### config.mk
export PLATFORM = sky130hd
export DESIGN_NAME = iq_subsystem
export DESIGN_NICKNAME = d
export VERILOG_FILES = /design/src/source/iq_pkg.sv /design/src/source/inst_queue.sv /design/src/source/issue_lane.sv /design/src/source/retire_collector.sv /design/src/source/iq_subsystem.sv
export VERILOG_INCLUDE_DIRS = /design/src /design/src/source
export SDC_FILE = /design/constraint.sdc
export NUM_CORES = 2
export LEC_CHECK = 0
export BUFFER_PORTS_ARGS = -buffer_cell sky130_fd_sc_hd__buf_2
export CORE_MARGIN = 2
export CORE_UTILIZATION = 35
export DETAILED_ROUTE_END_ITERATION = 8
export SETUP_SLACK_MARGIN = 0.05
export SYNTH_ARGS = -nofsm -noshare
export SYNTH_HDL_FRONTEND = slang
export SYNTH_HIERARCHICAL = 1
export SYNTH_SLANG_ARGS = --single-unit
### constraint.sdc
create_clock -name clock -period 22.6 [get_ports clock]
set_input_delay 1.13 -clock clock [delete_from_list [all_inputs] [get_ports clock]]
set_output_delay 1.13 -clock clock [all_outputs]
set_load 0.01 [all_outputs]
### src/source/iq_macros.svh
`ifndef IQ_MACROS_SVH
`define IQ_MACROS_SVH

// queue geometry.
`define IQ_DEPTH 16
`define IQ_INS_COUNT 4  // decode width per cycle.
`define IQ_EXT_COUNT 4  // one head slot per issue lane.

// datapath widths.
`define IQ_DATA_W 8
`define IQ_ROB_W 4

// each stream keeps its own retire counter of this width.
`define IQ_CNT_W 16

`endif

### src/source/iq_pkg.sv
`include "iq_macros.svh"

package iq_pkg;

  // lane operations. All results wrap at the operand width.
  typedef enum logic [1:0] {
    op_add  = 2'b00,
    op_sub  = 2'b01,
    op_xor  = 2'b10,
    op_pass = 2'b11
  } iq_op_e;

  // retire register occupancy.
  typedef enum logic [1:0] {
    st_idle    = 2'b00,
    st_present = 2'b01,
    st_hold    = 2'b10
  } collect_state_e;

  typedef struct packed {
    logic                  stream;
    logic [`IQ_ROB_W-1:0]  rob_slot;
    iq_op_e                op;
    logic [`IQ_DATA_W-1:0] operand_a;
    logic [`IQ_DATA_W-1:0] operand_b;
  } iq_entry_t;

endpackage

### src/source/inst_queue.sv
`timescale 1ns/1ns
`include "iq_macros.svh"

module inst_queue import iq_pkg::*; #(
  parameter int DEPTH = `IQ_DEPTH
) (
  input  logic                           clock,
  input  logic                           reset_n,
  input  logic                           ins_enable_i,
  input  logic [$clog2(`IQ_INS_COUNT)-1:0] ins_count_i,
  input  iq_entry_t                      ins_entries_i [`IQ_INS_COUNT],
  input  logic                           advance_i,
  input  logic                           flush_i,
  input  logic                           flush_stream_i,
  output iq_entry_t                      head_entry_o [`IQ_EXT_COUNT],
  output logic [`IQ_EXT_COUNT-1:0]       head_valid_o,
  output logic                           full_o,
  output logic                           empty_o,
  output logic [$clog2(DEPTH):0]         used_count_o
);

  localparam int PTR_W = $clog2(DEPTH);
  localparam int INS_W = $clog2(`IQ_INS_COUNT);

  iq_entry_t        ring_q [DEPTH];
  logic [PTR_W-1:0] head_q;
  logic [PTR_W-1:0] tail_q;
  logic [PTR_W:0]   used_q;

  logic             ins_ok;
  logic [PTR_W:0]   ext_num;
  logic [PTR_W:0]   ins_num;
  logic [PTR_W:0]   drop_num;
  logic [PTR_W:0]   used_after_ext;
  logic [PTR_W:0]   used_after_ins;
  logic             flush_run;
  logic [PTR_W:0]   ins_off;
  logic [PTR_W-1:0] walk_idx;
  logic             walk_stream;
  logic [PTR_W-1:0] wr_idx [`IQ_INS_COUNT];
  logic [PTR_W-1:0] rd_idx [`IQ_EXT_COUNT];

  ////////////////////
  // head window
  ////////////////////

  always_comb begin
    for (int i = 0; i < `IQ_EXT_COUNT; i++) begin
      rd_idx[i]       = head_q + PTR_W'(i);
      head_entry_o[i] = ring_q[rd_idx[i]];
      head_valid_o[i] = (used_q > i);  // slot i exists only past i entries.
    end
  end

  assign full_o       = (used_q > (DEPTH - `IQ_INS_COUNT));
  assign empty_o      = (used_q == '0);
  assign used_count_o = used_q;

  ////////////////////
  // next occupancy
  ////////////////////

  always_comb begin
    ext_num = '0;
    for (int i = 0; i < `IQ_EXT_COUNT; i++) begin
      if (advance_i && head_valid_o[i]) begin
        ext_num = ext_num + 1'b1;
      end
    end
    used_after_ext = used_q - ext_num;

    ins_ok         = ins_enable_i & ~full_o;  // an insert seen while full is lost.
    ins_num        = ins_ok ? ((PTR_W+1)'(ins_count_i) + 1'b1) : '0;
    used_after_ins = used_after_ext + ins_num;

    // the flush looks at the queue as it stands after extract and insert.
    // Entries past the old occupancy come straight from the insert port.
    drop_num    = '0;
    flush_run   = flush_i;
    ins_off     = '0;
    walk_idx    = '0;
    walk_stream = 1'b0;
    for (int k = 0; k < DEPTH; k++) begin
      walk_idx = head_q + ext_num[PTR_W-1:0] + PTR_W'(k);
      ins_off  = (PTR_W+1)'(k) - used_after_ext;
      if ((PTR_W+1)'(k) < used_after_ext) begin
        walk_stream = ring_q[walk_idx].stream;
      end else begin
        walk_stream = ins_entries_i[ins_off[INS_W-1:0]].stream;
      end
      if (flush_run && ((PTR_W+1)'(k) < used_after_ins) && (walk_stream == flush_stream_i)) begin
        drop_num = drop_num + 1'b1;
      end else begin
        flush_run = 1'b0;  // the run ends at the first other stream.
      end
    end

    for (int j = 0; j < `IQ_INS_COUNT; j++) begin
      wr_idx[j] = tail_q + PTR_W'(j);
    end
  end

  always_ff @(posedge clock or negedge reset_n) begin
    if (!reset_n) begin
      head_q <= '0;
      tail_q <= '0;
      used_q <= '0;
    end else begin
      head_q <= head_q + ext_num[PTR_W-1:0] + drop_num[PTR_W-1:0];
      tail_q <= tail_q + ins_num[PTR_W-1:0];
      used_q <= used_after_ins - drop_num;
    end
  end

  // ring storage.
  always_ff @(posedge clock) begin
    for (int j = 0; j < `IQ_INS_COUNT; j++) begin
      if (ins_ok && (j <= ins_count_i)) begin
        ring_q[wr_idx[j]] <= ins_entries_i[j];
      end
    end
  end

endmodule

### src/source/issue_lane.sv
`timescale 1ns/1ns
`include "iq_macros.svh"

module issue_lane import iq_pkg::*; (
  input  logic                  clock,
  input  logic                  reset_n,
  input  logic                  advance_i,
  input  iq_entry_t             entry_i,
  input  logic                  entry_valid_i,
  output logic                  valid_o,
  output logic                  stream_o,
  output logic [`IQ_ROB_W-1:0]  rob_slot_o,
  output logic [`IQ_DATA_W-1:0] result_o
);

  logic [`IQ_DATA_W-1:0] alu_result;

  ////////////////////
  // alu
  ////////////////////

  always_comb begin
    case (entry_i.op)
      op_add:  alu_result = entry_i.operand_a + entry_i.operand_b;
      op_sub:  alu_result = entry_i.operand_a - entry_i.operand_b;
      op_xor:  alu_result = entry_i.operand_a ^ entry_i.operand_b;
      op_pass: alu_result = entry_i.operand_a;
      default: alu_result = entry_i.operand_a;
    endcase
  end

  always_ff @(posedge clock or negedge reset_n) begin
    if (!reset_n) begin
      valid_o <= 1'b0;
    end else if (advance_i) begin
      valid_o <= entry_valid_i;
    end
  end

  // result and tags move with the valid flag.
  always_ff @(posedge clock) begin
    if (advance_i) begin
      stream_o   <= entry_i.stream;
      rob_slot_o <= entry_i.rob_slot;
      result_o   <= alu_result;
    end
  end

endmodule

### src/source/retire_collector.sv
`timescale 1ns/1ns
`include "iq_macros.svh"

module retire_collector import iq_pkg::*; (
  input  logic                     clock,
  input  logic                     reset_n,
  input  logic [`IQ_EXT_COUNT-1:0] lane_valid_i,
  input  logic [`IQ_EXT_COUNT-1:0] lane_stream_i,
  input  logic [`IQ_ROB_W-1:0]     lane_rob_slot_i [`IQ_EXT_COUNT],
  input  logic [`IQ_DATA_W-1:0]    lane_result_i [`IQ_EXT_COUNT],
  input  logic                     flush_i,
  input  logic                     flush_stream_i,
  input  logic                     retire_ready_i,
  output logic                     advance_o,
  output logic                     retire_valid_o,
  output logic [`IQ_EXT_COUNT-1:0] retire_slot_valid_o,
  output logic [`IQ_EXT_COUNT-1:0] retire_stream_o,
  output logic [`IQ_ROB_W-1:0]     retire_rob_slot_o [`IQ_EXT_COUNT],
  output logic [`IQ_DATA_W-1:0]    retire_result_o [`IQ_EXT_COUNT],
  output logic [`IQ_CNT_W-1:0]     retire_count_o [2]
);

  localparam int POP_W = $clog2(`IQ_EXT_COUNT) + 1;

  collect_state_e           state_q;
  collect_state_e           state_d;
  logic [`IQ_EXT_COUNT-1:0] keep;
  logic                     accept;
  logic [POP_W-1:0]         pop_s0;
  logic [POP_W-1:0]         pop_s1;

  assign retire_valid_o = (state_q != st_idle);
  assign accept         = retire_valid_o & retire_ready_i;
  assign advance_o      = (state_q == st_idle) | accept;  // the single stall source.

  // results of the flushed stream die as they enter the bundle.
  assign keep = lane_valid_i & ~({`IQ_EXT_COUNT{flush_i}} &
                                 ~(lane_stream_i ^ {`IQ_EXT_COUNT{flush_stream_i}}));

  ////////////////////
  // bundle fsm
  ////////////////////

  always_comb begin
    if (advance_o) begin
      state_d = (|keep) ? st_present : st_idle;
    end else begin
      state_d = st_hold;
    end
  end

  always_ff @(posedge clock or negedge reset_n) begin
    if (!reset_n) begin
      state_q             <= st_idle;
      retire_slot_valid_o <= '0;
    end else begin
      state_q <= state_d;
      if (advance_o) begin
        retire_slot_valid_o <= keep;
      end
    end
  end

  always_ff @(posedge clock) begin
    if (advance_o) begin
      retire_stream_o   <= lane_stream_i;
      retire_rob_slot_o <= lane_rob_slot_i;
      retire_result_o   <= lane_result_i;
    end
  end

  ////////////////////
  // retire counters
  ////////////////////

  always_comb begin
    pop_s0 = '0;
    pop_s1 = '0;
    for (int i = 0; i < `IQ_EXT_COUNT; i++) begin
      if (retire_slot_valid_o[i] && !retire_stream_o[i]) pop_s0 = pop_s0 + 1'b1;
      if (retire_slot_valid_o[i] && retire_stream_o[i]) pop_s1 = pop_s1 + 1'b1;
    end
  end

  always_ff @(posedge clock or negedge reset_n) begin
    if (!reset_n) begin
      retire_count_o[0] <= '0;
      retire_count_o[1] <= '0;
    end else if (accept) begin
      retire_count_o[0] <= retire_count_o[0] + pop_s0;
      retire_count_o[1] <= retire_count_o[1] + pop_s1;
    end
  end

endmodule

### src/source/iq_subsystem.sv
`timescale 1ns/1ns
`include "iq_macros.svh"

module iq_subsystem import iq_pkg::*; (
  input  logic                             clock,
  input  logic                             reset_n,
  input  logic                             ins_enable_i,
  input  logic [$clog2(`IQ_INS_COUNT)-1:0] ins_count_i,
  input  iq_entry_t                        ins_entries_i [`IQ_INS_COUNT],
  input  logic                             flush_i,
  input  logic                             flush_stream_i,
  input  logic                             retire_ready_i,
  output logic                             full_o,
  output logic                             empty_o,
  output logic [$clog2(`IQ_DEPTH):0]       used_count_o,
  output logic                             retire_valid_o,
  output logic [`IQ_EXT_COUNT-1:0]         retire_slot_valid_o,
  output logic [`IQ_EXT_COUNT-1:0]         retire_stream_o,
  output logic [`IQ_ROB_W-1:0]             retire_rob_slot_o [`IQ_EXT_COUNT],
  output logic [`IQ_DATA_W-1:0]            retire_result_o [`IQ_EXT_COUNT],
  output logic [`IQ_CNT_W-1:0]             retire_count_o [2]
);

  iq_entry_t                head_entry [`IQ_EXT_COUNT];
  logic [`IQ_EXT_COUNT-1:0] head_valid;
  logic                     advance;
  logic [`IQ_EXT_COUNT-1:0] lane_valid;
  logic [`IQ_EXT_COUNT-1:0] lane_stream;
  logic [`IQ_ROB_W-1:0]     lane_rob_slot [`IQ_EXT_COUNT];
  logic [`IQ_DATA_W-1:0]    lane_result [`IQ_EXT_COUNT];

  inst_queue #(
    .DEPTH(`IQ_DEPTH)
  ) queue0 (
    .clock         (clock),
    .reset_n       (reset_n),
    .ins_enable_i  (ins_enable_i),
    .ins_count_i   (ins_count_i),
    .ins_entries_i (ins_entries_i),
    .advance_i     (advance),
    .flush_i       (flush_i),
    .flush_stream_i(flush_stream_i),
    .head_entry_o  (head_entry),
    .head_valid_o  (head_valid),
    .full_o        (full_o),
    .empty_o       (empty_o),
    .used_count_o  (used_count_o)
  );

  // lane i always takes head slot i, which keeps program order across the bundle.
  for (genvar i = 0; i < `IQ_EXT_COUNT; i++) begin : lane_gen
    issue_lane lane0 (
      .clock        (clock),
      .reset_n      (reset_n),
      .advance_i    (advance),
      .entry_i      (head_entry[i]),
      .entry_valid_i(head_valid[i]),
      .valid_o      (lane_valid[i]),
      .stream_o     (lane_stream[i]),
      .rob_slot_o   (lane_rob_slot[i]),
      .result_o     (lane_result[i])
    );
  end

  retire_collector collect0 (
    .clock              (clock),
    .reset_n            (reset_n),
    .lane_valid_i       (lane_valid),
    .lane_stream_i      (lane_stream),
    .lane_rob_slot_i    (lane_rob_slot),
    .lane_result_i      (lane_result),
    .flush_i            (flush_i),
    .flush_stream_i     (flush_stream_i),
    .retire_ready_i     (retire_ready_i),
    .advance_o          (advance),
    .retire_valid_o     (retire_valid_o),
    .retire_slot_valid_o(retire_slot_valid_o),
    .retire_stream_o    (retire_stream_o),
    .retire_rob_slot_o  (retire_rob_slot_o),
    .retire_result_o    (retire_result_o),
    .retire_count_o     (retire_count_o)
  );

endmodule

==> reports/metrics.yaml <==
global_routing:
  grt.overflow.total: 0
  grt_pass1_wl_mm: 259
  antenna_found_initial: 45
  grt_pass1_vias: 36179
  grt_max_degree: 116
  grtUsageTotal: 0.253
sta:
  relSlewSlack: 0.269
  fin_crit_ns: 16.35
  worst_pin_slew_ns: 1.09
  period_share: 0.723
  final-setup-viol-count: 0
  skew_ns: 0.0360
  fmax_ghz: 0.0612
  finalSetupTns_ns: 0
  timing.hold.ws_ns: 0.410
  rsz0062_at_grt: "false"
  slew_violations: 0
  hold_viol_final: 0
final_layout:
  final_cell_mix: "703 x nand2_1, 594 x o21ai_0, 476 x mux4_2, 472 x edfxtp_1, 418 x mux2i_1"
  final_cell_area_sq_um: 52100
  area_growth_pct: 9.63
  final_nets: 4696
  layout_commonest_cell: "nand2_1"
  drive_gt1_frac: 0.223
placement:
  globalplace.congestion: 0.877
  place_area_sq_um: 50000
  io_buffer_count: 195
  dp_hpwl_mm: 110
clock_network:
  cts.sinks: 527
  cts_buffers: 60
  postCtsSetupRepairBufs: 0
  postCtsResizedCells: 0
  path_clk_slew_ns: 0.06
  cts_tree: "done"
  cts-root-buf: "clkbuf_16"
  cts_hold_buf: 0
  htreeDepth: 2
  clock_latency_ns: 0.69
  clockBufferDepth: 3
synthesis:
  ys.flop_type: "edfxtp_1"
  ys_ff_latch: 527
  netlist_area_sq_um: 47600
  yosysTopAreaCell: "edfxtp_1"
  synth_edf_count: 472
  synthTopCellsByArea: "edfxtp_1 30%, mux4_2 23%, mux2i_1 8.8%, o21ai_0 6.3%, nand2_1 5.7%"
  async_flop_share: 0.104
  ys_warn_count: 6
  ys_seq_area_frac: 0.327
  syn_inst: 4610
  syn_avg_cell_area_sq_um: 10.3
  yosysTopAreaCellShare: 0.298
  syn-num-nets: 4819
  synth_cell_types: 94
worst_setup_path:
  critPathKind: "in -> reg"
  cp-start-kind: "input pin"
  crit_top_cell: "ha_1"
  worst-path-max-fanout: 50
  crit_family: "adder cells"
  r2r_cells: 69
  endpoint_kind: "register"
  critPathSlowestCell: "fa_1"
  r2r_end: "queue0/used_count_o[4]"
  r2r_slack_ns: 6.33
  r2r_start: "collect0/state_q[0]"
  critPathBufInv: 7
  required_ns: 23.14
  arrival_ns: 16.89
  crit_start: "retire_ready_i"
  critPathMaxStageDelay_ns: 0.82
detailed_routing:
  wl_mm: 180
  vias: 38962
  ant_nets: 0
  post-route-drc-count: 0
  vias_per_cell: 6.14
  avgRoutedWirePerCell_microns: 28.4
  drtIter0Drc: 5221
  drt-pass1-iter-count: 6
flow_run:
  drv_cap: 0
die:
  die_w_microns: 373
  coreArea_sq_um: 135000
  rows: 135
  dieArea_sq_um: 139000
  io_pins: 196
  dieHeight_microns: 373
  start_util: 0.352
min_path:
  min_to: "collect0/retire_result_o[2]"
  hp-class: "reg -> reg"
  min_from: "lane_gen[3].lane0/result_o[2]"
  hold_path_depth: 0
status:
  status: "completed"
[area by class of cell]
class | count | area [sq um]
sequential | 527 | 15600
antenna | 24 | 60.1
clock buffer | 71 | 1590
inverter | 73 | 279
multi-input combinational | 3544 | 30300
fill | 13097 | 83000
timing repair buffer | 281 | 1630
tap | 1781 | 2230
clock inverter | 41 | 465
[per-stage QoR]
step,util,worst slack [ns],cells
after floorplan,-,5.92,4610
after global placement,0.370,6.00,6206
after detailed placement,0.370,5.68,6206
after CTS,0.385,6.32,6318
after global routing,0.386,5.02,6337
final,0.386,6.25,6342
[cell usage after synthesis, drive strengths merged (55+ instances only)]
library cell / count
edfxtp: 472
a21oi: 261
mux4: 476
nor2: 311
buf: 85
mux2i: 418
clkbuf: 381
dfrtp: 55
ha: 97
inv: 72
o21ai: 606
nand2: 718
xnor2: 148
[routing by layer]
metal,track usage,share of wire,routed length [microns],up-vias
met5,0,0.0011,206,-
met4,0.134,0.059,10600,34
met3,0.0832,0.13,23400,642
met2,0.370,0.43,76800,2637
met1,0.331,0.38,69400,18623
li1,-,-,-,17026
[flip-flops by register name, summed over array words and instances, names as in the netlist, 5 cells and up]
register	count
collect0/retire_rob_slot_o	16
lane_gen.lane0/rob_slot_o	16
queue0/used_count_o	5
collect0/retire_count_o	32
collect0/retire_result_o	32
lane_gen.lane0/result_o	32
queue0/ring_q	368
[cells by family (layout without fill, tap and decap cells)]
kind of cell	count (synthesis)	count (layout)	share of synthesized area
simple gates	1320	1320	0.123
compound gates	983	983	0.113
mux	930	930	0.322
buf+inv	539	466	0.0433
flops	527	527	0.327
xor+xnor	199	199	0.0410
fa+ha+maj	111	111	0.0310
other cells	1	25	0.0000789
[worst register-to-register path: cells and delay by family (launching register included)]
family | cells | cell delay (ns)
adders and majority gates | 18 | 6.54
muxes | 10 | 2.28
xor gates and xnor gates | 10 | 2.07
AOI/OAI and AO/OA | 13 | 1.94
and+or+nand+nor | 12 | 1.84
buffers and inverters | 6 | 1.09
DFF | 1 | 0.36
[worst max path at each step]
stage                                         to  slack [ns]  cells past startpoint
after global placement    queue0/used_count_o[4]        6.00                     69
after detailed placement  queue0/used_count_o[4]        5.68                     69
final                     queue0/used_count_o[4]        6.25                     69
after CTS                 queue0/used_count_o[4]        6.32                     69
after floorplan           queue0/used_count_o[4]        5.92                     70
after global routing      queue0/used_count_o[4]        5.02                     69
Power is not shown: default switching activity piles up to over one toggle a cycle in this logic, so the estimate is an artifact.
